==> src/source/conv_pkg.sv <==
`default_nettype none

package conv_pkg;

    // 4x4 feature map in row-major order
    localparam int FEAT_COUNT = 16;

    // 3x3 kernel in row-major order
    localparam int WEIGHT_COUNT = 9;

    // one load step per word
    localparam int LOAD_COUNT = FEAT_COUNT + WEIGHT_COUNT;

    // scratch layout
    localparam int FEAT_BASE = 0;
    localparam int WEIGHT_BASE = 16;

    // sequencer count with 0..24 in use
    typedef logic [4:0] cnt_t;

    // scratch address whose bit 5 the decoder leaves at 0
    typedef logic [5:0] addr_t;

    // one signed word
    typedef logic signed [7:0] data_t;

    // 9 products of -128 * -128 need 19 signed bits and 20 leave headroom
    typedef logic signed [19:0] acc_t;

endpackage

`default_nettype wire

==> src/source/load_addr_decoder.sv <==
`timescale 1ns/10ps
`default_nettype none

module load_addr_decoder import conv_pkg::*; (
    input  cnt_t  cnt,
    output addr_t addr
);

    // inverted count bits shared by all product terms
    logic [4:0] cnt_n;

    // product terms, one group per address bit
    logic [3:0] product4;
    logic [6:0] product3;
    logic [4:0] product2;
    logic [7:0] product1;
    logic [6:0] product0;

    // partial sums, two halves per wide bit
    logic [1:0] sum3;
    logic [1:0] sum2;
    logic [1:0] sum1;
    logic [1:0] sum0;

    // low five address bits, bit 5 stays 0
    logic [4:0] sum;

    assign cnt_n = ~cnt;

    // addr[4] = 101-- | 100-0 | 011-1 | 11000
    assign product4[0] = cnt[4] & cnt_n[3] & cnt[2];
    assign product4[1] = cnt[4] & cnt_n[3] & cnt_n[2] & cnt_n[0];
    assign product4[2] = cnt_n[4] & cnt[3] & cnt[2] & cnt[0];
    assign product4[3] = cnt[4] & cnt[3] & cnt_n[2] & cnt_n[1] & cnt_n[0];
    assign sum[4] = |product4;

    // addr[3] = 001-0 | 00101 | 00111 | 0100- | 010-1 | 10011 | 11000
    assign product3[0] = cnt_n[4] & cnt_n[3] & cnt[2] & cnt_n[0];
    assign product3[1] = cnt_n[4] & cnt_n[3] & cnt[2] & cnt_n[1] & cnt[0];
    assign product3[2] = cnt_n[4] & cnt_n[3] & cnt[2] & cnt[1] & cnt[0];
    assign product3[3] = cnt_n[4] & cnt[3] & cnt_n[2] & cnt_n[1];
    assign product3[4] = cnt_n[4] & cnt[3] & cnt_n[2] & cnt[0];
    assign product3[5] = cnt[4] & cnt_n[3] & cnt_n[2] & cnt[1] & cnt[0];
    assign product3[6] = cnt[4] & cnt[3] & cnt_n[2] & cnt_n[1] & cnt_n[0];
    assign sum3[0] = |product3[3:0];
    assign sum3[1] = |product3[6:4];
    assign sum[3] = sum3[0] | sum3[1];

    // addr[2] = 00111 | 01--0 | 010-1 | 10001 | 101--
    assign product2[0] = cnt_n[4] & cnt_n[3] & cnt[2] & cnt[1] & cnt[0];
    assign product2[1] = cnt_n[4] & cnt[3] & cnt_n[0];
    assign product2[2] = cnt_n[4] & cnt[3] & cnt_n[2] & cnt[0];
    assign product2[3] = cnt[4] & cnt_n[3] & cnt_n[2] & cnt_n[1] & cnt[0];
    assign product2[4] = cnt[4] & cnt_n[3] & cnt[2];
    assign sum2[0] = |product2[2:0];
    assign sum2[1] = product2[3] | product2[4];
    assign sum[2] = sum2[0] | sum2[1];

    // addr[1] = -0-10 | 0-011 | 00101 | 0-110 | 010-1 | 100-0 | 10001 | 1011-
    assign product1[0] = cnt_n[3] & cnt[1] & cnt_n[0];
    assign product1[1] = cnt_n[4] & cnt_n[2] & cnt[1] & cnt[0];
    assign product1[2] = cnt_n[4] & cnt_n[3] & cnt[2] & cnt_n[1] & cnt[0];
    assign product1[3] = cnt_n[4] & cnt[2] & cnt[1] & cnt_n[0];
    assign product1[4] = cnt_n[4] & cnt[3] & cnt_n[2] & cnt[0];
    assign product1[5] = cnt[4] & cnt_n[3] & cnt_n[2] & cnt_n[0];
    assign product1[6] = cnt[4] & cnt_n[3] & cnt_n[2] & cnt_n[1] & cnt[0];
    assign product1[7] = cnt[4] & cnt_n[3] & cnt[2] & cnt[1];
    assign sum1[0] = |product1[3:0];
    assign sum1[1] = |product1[7:4];
    assign sum[1] = sum1[0] | sum1[1];

    // addr[0] = -0001 | 0-011 | 001-0 | 01-00 | 01-11 | 10010 | 101-1
    assign product0[0] = cnt_n[3] & cnt_n[2] & cnt_n[1] & cnt[0];
    assign product0[1] = cnt_n[4] & cnt_n[2] & cnt[1] & cnt[0];
    assign product0[2] = cnt_n[4] & cnt_n[3] & cnt[2] & cnt_n[0];
    assign product0[3] = cnt_n[4] & cnt[3] & cnt_n[1] & cnt_n[0];
    assign product0[4] = cnt_n[4] & cnt[3] & cnt[1] & cnt[0];
    assign product0[5] = cnt[4] & cnt_n[3] & cnt_n[2] & cnt[1] & cnt_n[0];
    assign product0[6] = cnt[4] & cnt_n[3] & cnt[2] & cnt[0];
    assign sum0[0] = |product0[3:0];
    assign sum0[1] = |product0[6:4];
    assign sum[0] = sum0[0] | sum0[1];

    // counts 25..31 hit no term and fall to address 0
    assign addr = {1'b0, sum};

    // the decoder never points past the last weight word
    // (checked once the count is driven)
    addr_range_chk: assert final (
        $isunknown(cnt) || addr <= addr_t'(WEIGHT_BASE + WEIGHT_COUNT - 1)
    ) else $error("load decoder address %0d beyond weight window", addr);

endmodule

`default_nettype wire

==> src/source/load_sequencer.sv <==
`timescale 1ns/10ps
`default_nettype none

module load_sequencer import conv_pkg::*; #(
    parameter int STEPS = LOAD_COUNT
) (
    input  logic clk,
    input  logic rst,
    input  logic start,
    output cnt_t cnt,
    output logic cnt_valid,
    output logic load_done,
    output logic busy
);

    typedef enum logic {
        S_IDLE,
        S_RUN
    } state_t;

    state_t state;

    // final load step this run
    logic last_cnt;

    assign last_cnt = (cnt == cnt_t'(STEPS - 1));

    always_ff @(posedge clk) begin
        if (rst) begin
            state     <= S_IDLE;
            cnt       <= '0;
            load_done <= 1'b0;
        end else begin
            // one-cycle pulse
            load_done <= 1'b0;
            case (state)
                S_IDLE: begin
                    // start counts only when fully idle, done cycle included
                    if (start && !busy) begin
                        state <= S_RUN;
                        cnt   <= '0;
                    end
                end
                S_RUN: begin
                    if (last_cnt) begin
                        state     <= S_IDLE;
                        load_done <= 1'b1;
                    end else begin
                        cnt <= cnt + cnt_t'(1);
                    end
                end
                default: begin
                    state <= S_IDLE;
                end
            endcase
        end
    end

    // one valid count per cycle while running
    assign cnt_valid = (state == S_RUN);

    // cover the done cycle too, so busy has no gap before the engine takes over
    assign busy = cnt_valid | load_done;

    // counts past the last step must never reach the decoder
    cnt_range_chk: assert property (
        @(posedge clk) disable iff (rst)
        cnt_valid |-> cnt < cnt_t'(STEPS)
    ) else $error("load count %0d out of range", cnt);

endmodule

`default_nettype wire

==> src/source/scratch_mem.sv <==
`timescale 1ns/10ps
`default_nettype none

module scratch_mem import conv_pkg::*; #(
    parameter int DEPTH = 32
) (
    input  logic  clk,
    input  logic  rst,
    input  logic  wr_en,
    input  addr_t wr_addr,
    input  data_t wr_data,
    input  logic  rd_en,
    input  addr_t rd_addr_in,
    output data_t rd_data,
    output logic  rd_valid,
    output addr_t rd_addr
);

    localparam int AW = $clog2(DEPTH);

    data_t mem [DEPTH];

    // host write port
    always_ff @(posedge clk) begin
        if (wr_en) begin
            mem[wr_addr[AW-1:0]] <= wr_data;
        end
    end

    // registered read, address travels with the word
    always_ff @(posedge clk) begin
        if (rd_en) begin
            rd_data <= mem[rd_addr_in[AW-1:0]];
            rd_addr <= rd_addr_in;
        end
    end

    // valid tracks the read one cycle later
    always_ff @(posedge clk) begin
        if (rst) begin
            rd_valid <= 1'b0;
        end else begin
            rd_valid <= rd_en;
        end
    end

    // host writes must stay off the words the load is reading
    wr_rd_collision_chk: assert property (
        @(posedge clk) disable iff (rst)
        !(wr_en && rd_en && wr_addr == rd_addr_in)
    ) else $error("host write to address %0d during load read", wr_addr);

endmodule

`default_nettype wire

==> src/source/operand_buffer.sv <==
`timescale 1ns/10ps
`default_nettype none

module operand_buffer import conv_pkg::*; #(
    parameter type elem_t = data_t,
    parameter int  DEPTH  = FEAT_COUNT,
    parameter int  BASE   = FEAT_BASE
) (
    input  logic  clk,
    input  logic  rst,
    input  logic  in_valid,
    input  addr_t in_addr,
    input  elem_t in_data,
    output elem_t words [DEPTH]
);

    localparam int IW = $clog2(DEPTH);

    // position inside this window, wraps high for addresses below BASE
    addr_t offset;

    // word belongs to this buffer
    logic in_window;

    // store strobe
    logic store;

    assign offset    = in_addr - addr_t'(BASE);
    assign in_window = (offset < addr_t'(DEPTH));
    assign store     = in_valid & in_window;

    always_ff @(posedge clk) begin
        if (rst) begin
            // cleared so a run before any load gives zeros
            for (int i = 0; i < DEPTH; i++) begin
                words[i] <= '0;
            end
        end else if (store) begin
            words[offset[IW-1:0]] <= in_data;
        end
    end

endmodule

`default_nettype wire

==> src/source/conv3x3_engine.sv <==
`timescale 1ns/10ps
`default_nettype none

module conv3x3_engine import conv_pkg::*; (
    input  logic  clk,
    input  logic  rst,
    input  logic  go,
    input  data_t features [FEAT_COUNT],
    input  data_t weights [WEIGHT_COUNT],
    output acc_t  result,
    output logic  result_valid,
    output logic  done,
    output logic  busy
);

    // kernel tap, 0..8, also the weight index
    logic [3:0] k_idx;

    // kernel row and column of the current tap
    logic [1:0] k_row;
    logic [1:0] k_col;

    // output position, 2x2
    logic out_row;
    logic out_col;

    // tenth cycle of each output, no MAC
    logic emit;

    logic [1:0] feat_row;
    logic [3:0] feat_idx;
    logic signed [2*$bits(data_t)-1:0] prod;
    acc_t acc;

    // feature at (out_row + k_row, out_col + k_col) in the 4x4 map
    assign feat_row = {1'b0, out_row} + k_row;
    assign feat_idx = {feat_row, 2'b00} + {3'b000, out_col} + {2'b00, k_col};

    assign prod = features[feat_idx] * weights[k_idx];

    always_ff @(posedge clk) begin
        if (rst) begin
            busy         <= 1'b0;
            result_valid <= 1'b0;
            done         <= 1'b0;
            emit         <= 1'b0;
            k_idx        <= '0;
            k_row        <= '0;
            k_col        <= '0;
            out_row      <= 1'b0;
            out_col      <= 1'b0;
        end else begin
            result_valid <= 1'b0;
            done         <= 1'b0;
            if (!busy) begin
                if (go) begin
                    busy    <= 1'b1;
                    emit    <= 1'b0;
                    k_idx   <= '0;
                    k_row   <= '0;
                    k_col   <= '0;
                    out_row <= 1'b0;
                    out_col <= 1'b0;
                end
            end else if (emit) begin
                // output cycle, step to the next position in raster order
                emit         <= 1'b0;
                result_valid <= 1'b1;
                out_col      <= ~out_col;
                if (out_col) begin
                    out_row <= ~out_row;
                end
                if (out_row && out_col) begin
                    busy <= 1'b0;
                    done <= 1'b1;
                end
            end else if (k_idx == 4'd8) begin
                emit  <= 1'b1;
                k_idx <= '0;
                k_row <= '0;
                k_col <= '0;
            end else begin
                k_idx <= k_idx + 4'd1;
                if (k_col == 2'd2) begin
                    k_col <= '0;
                    k_row <= k_row + 2'd1;
                end else begin
                    k_col <= k_col + 2'd1;
                end
            end
        end
    end

    // single MAC, cleared at go and after each output
    always_ff @(posedge clk) begin
        if (!busy) begin
            acc <= '0;
        end else if (emit) begin
            result <= acc;
            acc    <= '0;
        end else begin
            acc <= acc + prod;
        end
    end

    // the top level holds start off while the engine runs
    go_while_busy_chk: assert property (
        @(posedge clk) disable iff (rst)
        go |-> !busy
    ) else $error("engine go arrived while busy");

endmodule

`default_nettype wire

==> src/source/conv_top.sv <==
`timescale 1ns/10ps
`default_nettype none

module conv_top import conv_pkg::*; #(
    parameter int MEM_DEPTH = 32
) (
    input  logic  clk,
    input  logic  rst,
    input  logic  wr_en,
    input  addr_t wr_addr,
    input  data_t wr_data,
    input  logic  start,
    output logic  busy,
    output acc_t  result,
    output logic  result_valid,
    output logic  done
);

    cnt_t  cnt;
    logic  cnt_valid;
    logic  load_done;
    logic  seq_busy;
    logic  eng_busy;
    logic  start_ok;
    addr_t load_addr;
    data_t rd_data;
    logic  rd_valid;
    addr_t rd_addr;
    data_t feat_words [FEAT_COUNT];
    data_t weight_words [WEIGHT_COUNT];

    // a start during the compute phase must not reload the buffers
    assign start_ok = start & ~eng_busy;

    // high from start until the engine's done
    assign busy = seq_busy | eng_busy;

    load_sequencer #(
        .STEPS(LOAD_COUNT)
    ) u_load_sequencer (
        .clk       (clk),
        .rst       (rst),
        .start     (start_ok),
        .cnt       (cnt),
        .cnt_valid (cnt_valid),
        .load_done (load_done),
        .busy      (seq_busy)
    );

    load_addr_decoder u_load_addr_decoder (
        .cnt  (cnt),
        .addr (load_addr)
    );

    scratch_mem #(
        .DEPTH(MEM_DEPTH)
    ) u_scratch_mem (
        .clk        (clk),
        .rst        (rst),
        .wr_en      (wr_en),
        .wr_addr    (wr_addr),
        .wr_data    (wr_data),
        .rd_en      (cnt_valid),
        .rd_addr_in (load_addr),
        .rd_data    (rd_data),
        .rd_valid   (rd_valid),
        .rd_addr    (rd_addr)
    );

    // both buffers see every read word, each keeps its own window
    operand_buffer #(
        .elem_t (data_t),
        .DEPTH  (FEAT_COUNT),
        .BASE   (FEAT_BASE)
    ) u_feat_buffer (
        .clk      (clk),
        .rst      (rst),
        .in_valid (rd_valid),
        .in_addr  (rd_addr),
        .in_data  (rd_data),
        .words    (feat_words)
    );

    operand_buffer #(
        .elem_t (data_t),
        .DEPTH  (WEIGHT_COUNT),
        .BASE   (WEIGHT_BASE)
    ) u_weight_buffer (
        .clk      (clk),
        .rst      (rst),
        .in_valid (rd_valid),
        .in_addr  (rd_addr),
        .in_data  (rd_data),
        .words    (weight_words)
    );

    conv3x3_engine u_conv3x3_engine (
        .clk          (clk),
        .rst          (rst),
        .go           (load_done),
        .features     (feat_words),
        .weights      (weight_words),
        .result       (result),
        .result_valid (result_valid),
        .done         (done),
        .busy         (eng_busy)
    );

endmodule

`default_nettype wire

==> config.mk <==
export PLATFORM = sky130hd
export DESIGN_NAME = conv_top
export DESIGN_NICKNAME = d
export VERILOG_FILES = /design/src/source/conv_pkg.sv /design/src/source/load_addr_decoder.sv /design/src/source/load_sequencer.sv /design/src/source/scratch_mem.sv /design/src/source/operand_buffer.sv /design/src/source/conv3x3_engine.sv /design/src/source/conv_top.sv
export SDC_FILE = /design/constraint.sdc
export NUM_CORES = 1
export LEC_CHECK = 0
export BUFFER_PORTS_ARGS = -buffer_cell sky130_fd_sc_hd__buf_2
export CAP_MARGIN = 20
export CORE_MARGIN = 2
export CORE_UTILIZATION = 50
export CTS_CLUSTER_DIAMETER = 50
export DETAILED_ROUTE_END_ITERATION = 16
export PLACE_DENSITY = 0.68
export SKIP_LAST_GASP = 1
export SYNTH_ARGS = -nofsm -noshare
export SYNTH_HDL_FRONTEND = slang
export SYNTH_SLANG_ARGS = --single-unit
==> constraint.sdc <==
create_clock -name clk -period 7 [get_ports clk]
set_input_delay 0.7 -clock clk [delete_from_list [all_inputs] [get_ports clk]]
set_output_delay 0.7 -clock clk [all_outputs]
set_load 0.02 [all_outputs]
Word level (Yosys, flattened, before mapping)
Memory sizes are Yosys's and may differ from the RTL's. A register that Yosys moved wholly into a read port is not among the register bits.
Cells that the tools add are included.
{"block": "word_totals", "reg_bits": 267, "latch_bits": 0, "mem_bits_rw": 256, "mem_bits_ro": 0, "in_bits": 18, "out_inout_bits": 23, "elab_cells": 206, "memories": 1}
{"name": "u_scratch_mem.mem", "depth": 32, "word_bits": 8, "rd": 1, "rd_clocked_by_memory_dff": 1, "write_ports": 1, "line": "scratch_mem.sv:21", "source": "data_t mem [DEPTH];"}
{"block": "classes", "add_sub_neg": 9, "mul": 1, "div_mod_pow": 0, "magnitude_cmp": 8, "n_eq_ne": 9, "shift": 0, "mux": 49, "n_bitwise": 64, "n_reduce_logical": 24}
{"op": "$bwmux 128", "n": 1}
{"op": "$bwmux 72", "n": 1}
{"op": "$bmux 8 s4", "n": 2}
{"op": "$demux 8 s4", "n": 2}
{"op": "$mux 8", "n": 6}
{"op": "$and 1x1->1", "n": 47}
{"op": "$add 20x16->20", "n": 1}
{"op": "$ge 5x5->1 const B", "n": 4}
{"op": "$mux 1", "n": 20}
{"op": "$not 4->5", "n": 4}
{"op": "$reduce_or 4->1", "n": 5}
{"op": "$mux 2", "n": 9}
{"op": "$mul 8x8->16", "n": 1}
{"op": "$mux 4", "n": 4}
{"op": "$reduce_or 3->1", "n": 4}
{"op": "$lt 5x1->1 const B", "n": 2}
{"op": "$mux 5", "n": 2}
{"op": "$pmux 5 s2", "n": 1}
{"op": "$ne 2x2->1 const B", "n": 4}
{"op": "$reduce_and 2->1", "n": 4}
{"op": "$or 1x1->1", "n": 7}
{"op": "$lt 6x4->1 const B", "n": 1}
{"op": "$reduce_and 3->1", "n": 2}
{"op": "$reduce_or 2->1", "n": 3}
{"op": "other kinds (19)", "n": 27}

Depth between registers and ports, before layout
Gate-level depths: netlist (run 1).
{"block": "logic_depth", "ltp_word": 9, "depth_mapped": 27, "ltp_nobuf": 24}

Modules after synthesis
Synthesis (run 1) repeated with hierarchy kept, for this count alone.
{"block": "unflattened", "cells_unflattened": 1895, "area_unflattened_um2": 26110.0}
{"mod": "scratch_mem", "instances": 1, "cells_each": 425, "area_each_um2": 10339.9, "seq_area_each_um2": 8127.8}
{"mod": "conv3x3_engine", "instances": 1, "cells_each": 669, "area_each_um2": 7116.8, "seq_area_each_um2": 1281.2}
{"mod": "operand_buffer at u_feat_buffer", "instances": 1, "cells_each": 454, "area_each_um2": 5049.8, "seq_area_each_um2": 2562.5}
{"mod": "operand_buffer at u_weight_buffer", "instances": 1, "cells_each": 262, "area_each_um2": 2937.8, "seq_area_each_um2": 1441.4}
{"mod": "load_sequencer", "instances": 1, "cells_each": 40, "area_each_um2": 356.6, "seq_area_each_um2": 140.1}
{"mod": "load_addr_decoder", "instances": 1, "cells_each": 43, "area_each_um2": 294.0, "seq_area_each_um2": 0.0}
{"mod": "conv_top", "instances": 1, "cells_each": 2, "area_each_um2": 15.0, "seq_area_each_um2": 0.0}

Worst setup path before layout (run 1)
No wires, ideal clock.
{"block": "synth_timing", "path_type": "register -> register", "start": "reg u_conv3x3_engine.out_col", "end": "reg u_conv3x3_engine.acc[16]", "setup_time_ps": 62, "t_arrival_ps": 6956, "required_time_ps": 6938, "slack_ps": -18, "path_stages_with_launch": 23, "path_buffers": 3, "path_cell_list": "dfxtp_1 > ha_1 > ha_1 > buf_2 > buf_2 > buf_2 > mux4_2 > nand2_1 > nand3_1 > o21ai_1 > nor2b_1 > fa_1 > fa_1 > fa_1 > fa_1 > fa_1 > ha_1 > a21oi_1 > nor3_1 > o21ai_1 > a21oi_1 > or4_1 > nand3_1"}
{"block": "synth_via", "elab_chain_cells": 8}
{"element": "start, declared", "line": "conv3x3_engine.sv:25", "source": "logic out_col;"}
{"element": "start signal, assigned", "line": "conv3x3_engine.sv:69", "source": "out_col <= ~out_col;"}
{"element": "$add 4x1->4", "line": "conv3x3_engine.sv:37", "source": "assign feat_idx = {feat_row, 2'b00} + {3'b000, out_col} + {2'b00, k_col};"}
{"element": "$add 4x2->4", "line": "conv3x3_engine.sv:37"}
{"element": "$not 4->5 (not written as such)", "line": "conv3x3_engine.sv:39", "source": "assign prod = features[feat_idx] * weights[k_idx];"}
{"element": "$bmux 8 s4", "line": "conv3x3_engine.sv:39"}
{"element": "$mux 8 (not written as such) (2 in a row)", "line": "conv3x3_engine.sv:39"}
{"element": "$mul 8x8->16", "line": "conv3x3_engine.sv:39"}
{"element": "$add 20x16->20", "line": "conv3x3_engine.sv:102", "source": "acc <= acc + prod;"}
{"element": "end signal, assigned", "line": "conv3x3_engine.sv:102"}
{"element": "end, declared", "line": "conv3x3_engine.sv:33", "source": "acc_t acc;"}
Every way passes these cells. The select of a mux whose other input is x is not followed.
A chain may end at the register's enable or synchronous reset.

Worst setup path in the final report (run 1)
Same ends and word-level chain as after synthesis.

==> results of run 1 <==
-- synthesized netlist by cell type, types with 6 or more instances --
cell	count	area, um2
ha_1	52	651
a32oi_1	18	158
nor2_1	276	1040
nand3_1	81	405
nand2b_1	21	131
a211oi_1	7	52.6
o21ai_0	23	115
fa_1	89	1780
inv_1	111	417
xor2_1	6	52.6
and2_1	16	100
dfxtp_1	242	4840
nor3_1	17	85.1
clkbuf_2	8	40.0
nor2b_1	18	113
a21o_1	6	45.0
nand3b_1	26	195
a21oi_1	83	415
o21ai_1	7	35.0
a222oi_1	8	80.1
buf_2	29	145
o21a_1	8	60.1
xnor2_1	18	158
mux2i_1	202	2020
mux4_2	48	1080
a31oi_1	22	138
edfxtp_1	241	7240
nand4_1	12	75.1
nand2_1	246	923
o211ai_1	16	120
clkbuf_1	77	289
-- worst paths after layout --
kind / to / slack [ns] / startpoint / cells past startpoint
max reg2reg: u_conv3x3_engine.acc[16] / 0.26 / u_conv3x3_engine.out_col / 21
max: u_conv3x3_engine.acc[16] / 0.26 / u_conv3x3_engine.out_col / 21
min reg2reg: u_conv3x3_engine.result[1] / 0.43 / u_conv3x3_engine.acc[1] / 0
min: u_load_sequencer.cnt_valid / 0.42 / start / 3
-- area by class of cell --
class | count | area, um2 | share of cell area
clock buffer | 70 | 1400 | 0.0537
clock inverter | 24 | 224 | 0.00860
inverter | 114 | 430 | 0.0165
multi-input combinational | 1373 | 10500 | 0.404
sequential | 483 | 12100 | 0.464
tap | 607 | 759 | 0.0292
timing repair buffer | 90 | 636 | 0.0244
-- stage by stage --
step | power, uW | instances
final | 5830 | 2761
after global routing | 6010 | 2761
after CTS | 5870 | 2757
after detailed placement | 3280 | 2663
after global placement | 3270 | 2663
after floorplan | 3200 | 2093
-- power groups by stage --
stage               logic (uW)  clock network, uW  registers (uW)
floorplan                  137                  0            3060
global placement           174                  0            3100
detailed placement         179                  0            3100
CTS                        180               2650            3040
global route               204               2770            3040
finish                     189               2610            3030
-- worst max-delay path, cell delays in order, from the launching register on --
cell      delay (ns)
dfxtp_1         0.40
ha_4            0.21
ha_2            0.40
mux4_2          0.50
and2_1          0.18
a211oi_1        0.37
a31oi_1         0.19
buf_4           0.23
and2_1          0.15
fa_1            0.50
fa_1            0.56
fa_1            0.43
fa_1            0.45
ha_1            0.28
ha_1            0.33
a21o_1          0.22
a21oi_1         0.13
o21ai_0         0.15
o21ai_2         0.26
a21oi_1         0.15
or4_1           0.49
nand3_1         0.10
-- timing repair --
| item | in CTS | in global routing |
|---|---|---|
| setup endpoints to repair | 0 | 7 |
| hold endpoints to repair | 0 | 0 |
| gates resized for setup | 0 | 10 |
-- routing by layer --
metal | wire (um) | part of all wire | vias to the layer above
met2 | 25300 | 0.48 | 446
met3 | 2420 | 0.046 | 119
met1 | 22700 | 0.43 | 7726
met5 | 0 | 0 | -
li1 | - | - | 7365
met4 | 2060 | 0.039 | 0
-- kinds of logic (layout without fill, tap and decap cells) --
| family | count (synthesis) | after routing | share of synthesized area |
|---|---|---|---|
| fa+ha+maj | 141 | 141 | 0.104 |
| simple gates | 741 | 741 | 0.141 |
| buf+inv | 237 | 298 | 0.0410 |
| flops | 483 | 483 | 0.514 |
| compound gates | 217 | 217 | 0.0585 |
| xor+xnor | 24 | 24 | 0.00895 |
| mux | 250 | 250 | 0.132 |
-- state kept, by name, indices dropped and copies added (netlist names), 4 cells and up --
name and cells:
u_load_sequencer.cnt 5, u_scratch_mem.mem 208, u_scratch_mem.rd_addr 5, u_conv3x3_engine.result 20, u_conv3x3_engine.acc 20, u_conv3x3_engine.k_idx 4, u_scratch_mem.rd_data 8, u_feat_buffer.words 128
u_weight_buffer.words 72
==> metrics.txt, run 1 <==
std cell rows=79; GRT busiest layer=met2; Post-Syn Area=23500 um2; Total Neg Setup Slack=0 ns; core area=46500 um2; Clock Power Share=0.447; GPL Wtd Cong=0.824; worst hold path type=in -> reg; Finish-stage setup viols=0; commonest non-fill, non-tap cells in the layout=nor2_1 (275), nand2_1 (246), dfxtp_1 (242); initial antenna violation count=0; Vias/cell=5.67; largest net degree at the start of global routing=117; Root Buffer=clkbuf_16; Final Hold Viols=0; Min Hold Slack=0.415 ns; number of synthesized register bits=483; global-route wire length before repair=83800 um; Antenna Cells=0; Final Cell Area=26000 um2; CP Capture Type=flop; Post-synth EDFFs=241; Logic pwr share=0.032; Starting Density=0.506; average wire per standard cell=19.0 um; fraction of layout cells with a size suffix above 1=0.108; Yosys cell types=64; post-route clock period utilization=0.962; via count=15700; placed cell area=24300 um2; FILL cells=3920; die width=221 um; status=complete, no violations; met2 Use GR=0.361; Worst-Margin Slew=1.18 ns; Slew headroom=0.216; CP Class=reg -> reg; fmax=0.148 GHz; Net Sw Power=1300 uW; die height=221 um; DR pass1 iterations=5; final wirelength=52500 um; cts-stage hold buffer count=0; syn_nets=2252; GR Util met1=0.294; most common cell after layout, fill and taps aside=nor2_1; Pleak=0.00988 uW; antenna-violating nets left=0; final max-slew violation count=0; Final HPWL DP=33800 um; post-synthesis sequential area ratio=0.514; number of clock sinks=483; Clock Latency Late Sink=0.60 ns; area delta synth->final=10.9%; Tot GR Track Use=0.220; Initial DRC Count=1226; vias in the first global route=15500; CP required=7.54 ns; Max Cap Violations=0; Core Util, Final=0.561; peak supply drop=314 uV; CTS buffer count=51; pwr dens=224 nW/um2; syn_area_per_cell=11.2 um2; global route overflow=0; CTS clk-pin slew, worst paths=0.06 ns; CTS tree=built; final worst slack=0.263 ns; DRC=0; Clock Path Buffers=3; IO Count=41; Flop pwr share=0.521; Primary FF master, synth=dfxtp_1; PortBufs=39; switching share of power=0.223; critical-path maximum fanout=6; Place WS=0.0588 ns; P_int=4530 uW; grt met3 use=0.0280; Worst EP arrival=7.27 ns; final clock skew=0.0222 ns; Period minus WS final=6.74 ns; Nets=2272; startpoint types=flop; Post-CTS Setup Inserts=0; full die area=48700 um2; Ys Warns=0; Cells after Synth=2093; ys async rst share=0; Max H-tree Level=2
Power figures use the tool's default switching activity.
==> run 2, diff against run 1 <==
--- a/config.mk
+++ b/config.mk
@@ -11,7 +11,7 @@
 export CORE_UTILIZATION = 50
 export CTS_CLUSTER_DIAMETER = 50
 export DETAILED_ROUTE_END_ITERATION = 16
-export PLACE_DENSITY = 0.68
+export PLACE_DENSITY = 0.66
 export SKIP_LAST_GASP = 1
 export SYNTH_ARGS = -nofsm -noshare
 export SYNTH_HDL_FRONTEND = slang
==> constraint.sdc (replaced) <==
create_clock -name clk -period 6.7 [get_ports clk]
set_input_delay 0.67 -clock clk [delete_from_list [all_inputs] [get_ports clk]]
set_output_delay 0.67 -clock clk [all_outputs]
set_load 0.02 [all_outputs]
==> run 2 against run 1 <==
Net effect:
- sequential share of layout area is 0.10 points lower
- power rose by 4.2%
- register-to-register slack improved by 0.02 ns
- clock-buffer cell count grew 5
- clock power up 4%
- die area stayed put
- non-clock buffer count up 6
- first-iteration DRC count rose by 9.4%
- routed wire length fell by 0.18%
- clock skew is 0.0073 ns lower
- highest routed layer unchanged
==> metrics.txt, run 2 (same netlist as run 1, synthesis figures left out) <==
Vias/cell=5.61 (-1.1%); Slew headroom=0.226 (+0.00989); Reg2Reg Capture Point=u_conv3x3_engine.acc[19]; final clock skew=0.0148 ns (-0.00733 ns); placed cell area=24400 um2 (+0.43%); P_int=4740 uW (+4.6%); core area=46500 um2 (unchanged); CTS tree=built; std cell rows=79 (unchanged); Clock Latency Late Sink=0.59 ns (about the same); worst hold path type=in -> reg; Worst EP arrival=6.86 ns (-0.41 ns); Worst Setup SP=u_conv3x3_engine.k_col[0]; DR pass1 iterations=6 (+1); flip-flop count of the largest register after layout=208 (unchanged); die height=221 um (unchanged); R2R depth=20 (-4.8%); CP required=7.14 ns (-0.40 ns); Starting Density=0.506 (unchanged); sequential standard cell area=12100 um2 (unchanged); Final HPWL DP=33800 um (+0.25%); PortBufs=39 (unchanged); Clock Path Buffers=3 (unchanged); Worst-Margin Slew=1.16 ns (-0.0148 ns); Clock Power Share=0.446 (about the same); status=complete, no violations; Pleak=0.00990 uW (+0.18%); full die area=48700 um2 (unchanged); fmax=0.156 GHz (+4.9%); CP Capture Type=flop; most common cell after layout, fill and taps aside=nor2_1; Period minus WS final=6.42 ns (-0.317 ns); Root Buffer=clkbuf_16; Max H-tree Level=2 (unchanged); largest net degree at the start of global routing=111 (-5.1%); Total Neg Setup Slack=0 ns (unchanged); CP Class=reg -> reg; R2R setup slack=0.28 ns (+0.02 ns); RR Startpoint=u_conv3x3_engine.k_col[0]; GPL Wtd Cong=0.818 (-0.69%); worst setup path end=u_conv3x3_engine.acc[19]; vias in the first global route=15500 (-0.56%); pwr dens=233 nW/um2 (+4.0%); initial antenna violation count=0 (unchanged); Flop pwr share=0.522 (about the same); critical-path maximum fanout=7 (+1); CTS buffer count=50 (-2.0%); IO Count=41 (unchanged); Finish-stage setup viols=0 (unchanged); average wire per standard cell=18.9 um (-0.43%); final wirelength=52400 um (-0.18%); global-route wire length before repair=83500 um (-0.42%); post-route clock period utilization=0.958 (-0.00427); via count=15500 (-0.89%); Net Sw Power=1340 uW (+3.0%); fraction of layout cells with a size suffix above 1=0.112 (+0.00340); Final Hold Viols=0 (unchanged); Logic pwr share=0.032 (about the same); global route overflow=0 (unchanged); cts-stage hold buffer count=0 (unchanged); Final Cell Area=26100 um2 (+0.22%); CTS resizes=1 (+1); startpoint types=flop; dpl cells=2672 (+0.34%); Post-CTS Setup Inserts=0 (unchanged); final max-slew violation count=0 (unchanged); DRC=0 (unchanged); FILL cells=3915 (-0.13%); die width=221 um (unchanged); Tot GR Track Use=0.220 (about the same); Initial DRC Count=1341 (+9.4%); final std cells w/o fill=2768 (+0.25%); area delta synth->final=11.1%; Core Util, Final=0.562 (+0.00124); commonest non-fill, non-tap cells in the layout=nor2_1 (275), nand2_1 (246), dfxtp_1 (242); antenna-violating nets left=0 (unchanged); switching share of power=0.220 (-0.00270); Max Cap Violations=0 (unchanged); peak supply drop=345 uV (+9.9%); number of clock sinks=483 (unchanged); area of the multi-input gates=10500 um2 (about the same); CTS clk-pin slew, worst paths=0.06 ns (about the same); Nets=2277 (+0.22%)
==> run 2: cell count changes in the layout (fill, tap and decap cells not counted), sizes merged <==
cell,previous run,this run
buf,90,96
clkinvlp,2,1
diode,0,1
clkbuf,70,75
inv,116,117
clkinv,18,13
==> run 2: how the worst min path moves through the flow <==
stage	slack, ns	startpoint	to	depth (start not counted)
after floorplan	0.41	u_conv3x3_engine.acc[1]	u_conv3x3_engine.result[1]	0
after global placement	0.42	u_conv3x3_engine.acc[1]	u_conv3x3_engine.result[1]	0
after detailed placement	0.42	u_conv3x3_engine.acc[6]	u_conv3x3_engine.result[6]	0
after CTS	0.36	start	u_load_sequencer.cnt_valid	3
after global routing	0.43	start	u_load_sequencer.cnt[4]	3
final	0.39	start	u_load_sequencer.cnt_valid	3
==> run 2: power by group through the flow <==
stage                     Combinational [uW]  Sequential (uW)  Clock, uW
after detailed placement                 194             3230          0
final                                    196             3170       2710
after global routing                     214             3170       2870
after floorplan                          144             3200          0
after CTS                                195             3170       2770
after global placement                   190             3230          0
==> run 2: routing by layer <==
layer | up-vias | share of wire | GRT usage
met5 | - | 0 | 0
met4 | 0 | 0.033 | 0.0796
met3 | 97 | 0.048 | 0.0296
met2 | 399 | 0.49 | 0.372
met1 | 7650 | 0.43 | 0.289
li1 | 7370 | - | -
==> run 2: worst max-delay path, cell delays in order (launching register included) <==
cell	delay [ns]
dfxtp_1	0.33
ha_2	0.20
ha_4	0.34
mux4_2	0.50
and2_1	0.17
a211oi_1	0.23
a31oi_1	0.14
buf_4	0.21
and2_1	0.15
fa_1	0.56
fa_1	0.44
fa_1	0.58
fa_1	0.43
fa_1	0.44
ha_1	0.33
inv_1	0.07
o21ai_1	0.33
a32oi_1	0.26
a211oi_1	0.35
xnor2_1	0.16
nor2_1	0.05
==> run 2: area by class of cell <==
type                       count  area share
timing repair buffer          96      0.0269
clock buffer                  75      0.0547
clock inverter                19     0.00681
multi-input combinational   1373       0.403
inverter                     114      0.0165
antenna                        1   0.0000959
tap                          607      0.0291
sequential                   483       0.463
==> run 2: stage by stage <==
stage                     hold slack, ns  total power [uW]  setup slack, ns
after floorplan                    0.408              3340            0.130
after global placement             0.418              3420           0.0507
after detailed placement           0.415              3430          -0.0316
after CTS                          0.357              6130           0.0344
after global routing               0.434              6260          -0.0251
final                              0.395              6080            0.280
==> run 3, diff against run 2 <==
--- a/config.mk
+++ b/config.mk
@@ -11,7 +11,7 @@
 export CORE_UTILIZATION = 50
 export CTS_CLUSTER_DIAMETER = 50
 export DETAILED_ROUTE_END_ITERATION = 16
-export PLACE_DENSITY = 0.66
+export PLACE_DENSITY = 0.68
 export SKIP_LAST_GASP = 1
 export SYNTH_ARGS = -nofsm -noshare
 export SYNTH_HDL_FRONTEND = slang
==> constraint.sdc (replaced) <==
create_clock -name clk -period 5.36 [get_ports clk]
set_input_delay 0.536 -clock clk [delete_from_list [all_inputs] [get_ports clk]]
set_output_delay 0.536 -clock clk [all_outputs]
set_load 0.02 [all_outputs]
==> run 3 against run 2 <==
Net effect:
- the flow now finishes with violations (setup timing)
- final cell count rose by 3.9%
- worst hold slack got worse by 0.15 ns
- power rose by 30%
- sequential share of layout area fell by 2.9 points
- clock power rose by 36%
- largest cell class unchanged
- register-to-register slack got worse by 0.91 ns
- design area rose by 6.8%
- critical path type unchanged
- flip-flop and latch count did not move
==> metrics.txt, run 3 (same netlist as run 1, synthesis figures left out) <==
Core Util, Final=0.600 (+0.0381); Slew headroom=0.214 (-0.0117); CTS tree=built; CTS buffer count=51 (+2.0%); R2R depth=19 (-5.0%); FILL cells=3759 (-4.0%); PortBufs=39 (unchanged); Finish-stage setup viols=12 (+12); startpoint types=flop; global route overflow=0 (unchanged); Final HPWL DP=35700 um (+5.4%); CP Class=reg -> reg; Tot GR Track Use=0.230 (+0.0102); die width=221 um (unchanged); flip-flop count of the largest register after layout=208 (unchanged); Root Buffer=clkbuf_16; core area=46500 um2 (unchanged); CTS clk-pin slew, worst paths=0.06 ns (about the same); std cell rows=79 (unchanged); R2R setup slack=-0.63 ns (-0.91 ns); critical-path maximum fanout=6 (-1); Hold Path Stages=3 (unchanged); final wirelength=55400 um (+5.7%); hold endpoint=u_load_sequencer.cnt_valid; CP Capture Type=flop; Min Hold Slack=0.246 ns (-0.149 ns); DR pass1 iterations=7 (+1); Max Cap Violations=0 (unchanged); global-route wire length before repair=86900 um (+4.1%); DRC=0 (unchanged); placed cell area=25300 um2 (+3.7%); final worst slack=-0.626 ns (-0.906 ns); hold path start=start; fraction of layout cells with a size suffix above 1=0.190 (+0.0785); final clock skew=0.0203 ns (+0.00544 ns); Starting Density=0.506 (unchanged); most common cell after layout, fill and taps aside=nor2_1; Final Hold Viols=0 (unchanged); post-route clock period utilization=1.12 (+0.159); antenna-violating nets left=0 (unchanged); area delta synth->final=18.7%; RSZ-0062 raised after global routing=true; Worst EP arrival=6.52 ns (-0.34 ns); CP required=5.89 ns (-1.25 ns); commonest non-fill, non-tap cells in the layout=nor2_1 (274), edfxtp_1 (241), dfxtp_1 (240); peak supply drop=317 uV (-8.1%); Worst-Margin Slew=1.18 ns (+0.0176 ns); number of clock sinks=483 (unchanged); Final Cell Area=27900 um2 (+6.8%); GPL Wtd Cong=0.869 (+6.2%); IO Count=41 (unchanged); violations in the final reports=setup timing; pwr dens=284 nW/um2 (+22%); full die area=48700 um2 (unchanged); area of the multi-input gates=11100 um2 (+5.4%); average wire per standard cell=19.3 um (+1.7%); Reg2Reg Capture Point=u_conv3x3_engine.acc[16]; initial antenna violation count=0 (unchanged); Place WS=-0.668 ns (-0.637 ns); cts-stage hold buffer count=0 (unchanged); status=finished with violations; die height=221 um (unchanged); Clock Latency Late Sink=0.60 ns (about the same); Vias/cell=5.60 (about the same); Clock Path Buffers=3 (unchanged); Nets=2387 (+4.8%); sequential standard cell area=12100 um2 (about the same); fmax=0.167 GHz (+7.2%); vias in the first global route=16100 (+4.1%); worst hold path type=in -> reg; via count=16100 (+3.8%); Period minus WS final=5.99 ns (-0.434 ns); RR Startpoint=u_conv3x3_engine.k_col[0]; Antenna Cells=0 (-1); final max-slew violation count=0 (unchanged); Initial DRC Count=1336 (-0.37%); largest net degree at the start of global routing=128 (+15%); Pleak=0.0106 uW (+7.4%); Max H-tree Level=2 (unchanged)
## run 3: changes by cell type in the layout (fill, tap and decap cells not counted), moves of 5 or more
cell | previous run | this run
a21oi_1 | 82 | 76
nor3_1 | 15 | 10
nand2_2 | 0 | 7
clkbuf_1 | 18 | 7
buf_6 | 2 | 13
nand2_1 | 246 | 238
o21ai_0 | 22 | 17
buf_12 | 4 | 12
buf_4 | 51 | 136
ha_1 | 50 | 34
ha_4 | 1 | 17
## run 3: timing repair
item / 4_1_cts / 5_1_grt
endpoints found under the hold margin: 0 / 0
cloned: 0 / 3
setup buffers: 13 / 18
resized for setup: 16 / 52
endpoints found under the setup margin: 13 / 14
pin swaps: 8 / 16
## run 3: per-layer routing
layer	vias to the layer above	track usage	routed length [um]
met2	494	0.384	27200
li1	7575	-	-
met5	-	0	0
met3	108	0.0346	3220
met4	0	0.0904	1890
met1	7936	0.302	23100
## run 3: worst max path at each step
stage / start / end
2_1_floorplan: u_conv3x3_engine.k_col[0] / u_conv3x3_engine.acc[16]
3_5_place_dp: u_conv3x3_engine.k_col[0] / u_conv3x3_engine.acc[19]
3_3_place_gp: u_conv3x3_engine.k_col[0] / u_conv3x3_engine.acc[18]
6_report: u_conv3x3_engine.k_col[0] / u_conv3x3_engine.acc[16]
5_1_grt: u_conv3x3_engine.out_col / u_conv3x3_engine.acc[18]
4_1_cts: u_conv3x3_engine.k_col[0] / u_conv3x3_engine.acc[18]
## run 3: through the flow
stage	power [uW]	std cells	TNS (ns)
floorplan	4170	2093	-1.48
global placement	4280	2744	-4.45
detailed placement	4290	2745	-5.45
CTS	7960	2851	-4.68
global route	8140	2875	-7.47
finish	7910	2875	-5.30
## run 3: critical path, cell delays in order (launching register included)
cell and delay [ns]:
dfxtp_2 0.33, ha_4 0.33, buf_6 0.16, buf_6 0.10
mux4_2 0.54, a211oi_4 0.33, a31oi_4 0.07, and2_4 0.18
fa_1 0.56, fa_1 0.44, fa_1 0.55, fa_1 0.46
fa_2 0.57, ha_4 0.22, a21oi_4 0.19, nor3_4 0.05
o21ai_2 0.22, a21oi_2 0.11, or4_1 0.41, nand3_1 0.09
## run 3: cell type report
class / instances / area share
clock buffers: 66 / 0.0515
clock inverters: 27 / 0.0125
inverters: 114 / 0.0155
multi-input cells: 1374 / 0.398
flip-flops and latches: 483 / 0.434
well taps: 607 / 0.0273
repair buffers: 204 / 0.0621
## run 3: power breakdown
group / switching (uW) / internal (uW) / leakage (uW) / total, uW
clock: 1500 / 2190 / 0.000866 / 3690
combinational: 189 / 78.4 / 0.00565 / 268
sequential: 49.5 / 3910 / 0.00412 / 3950
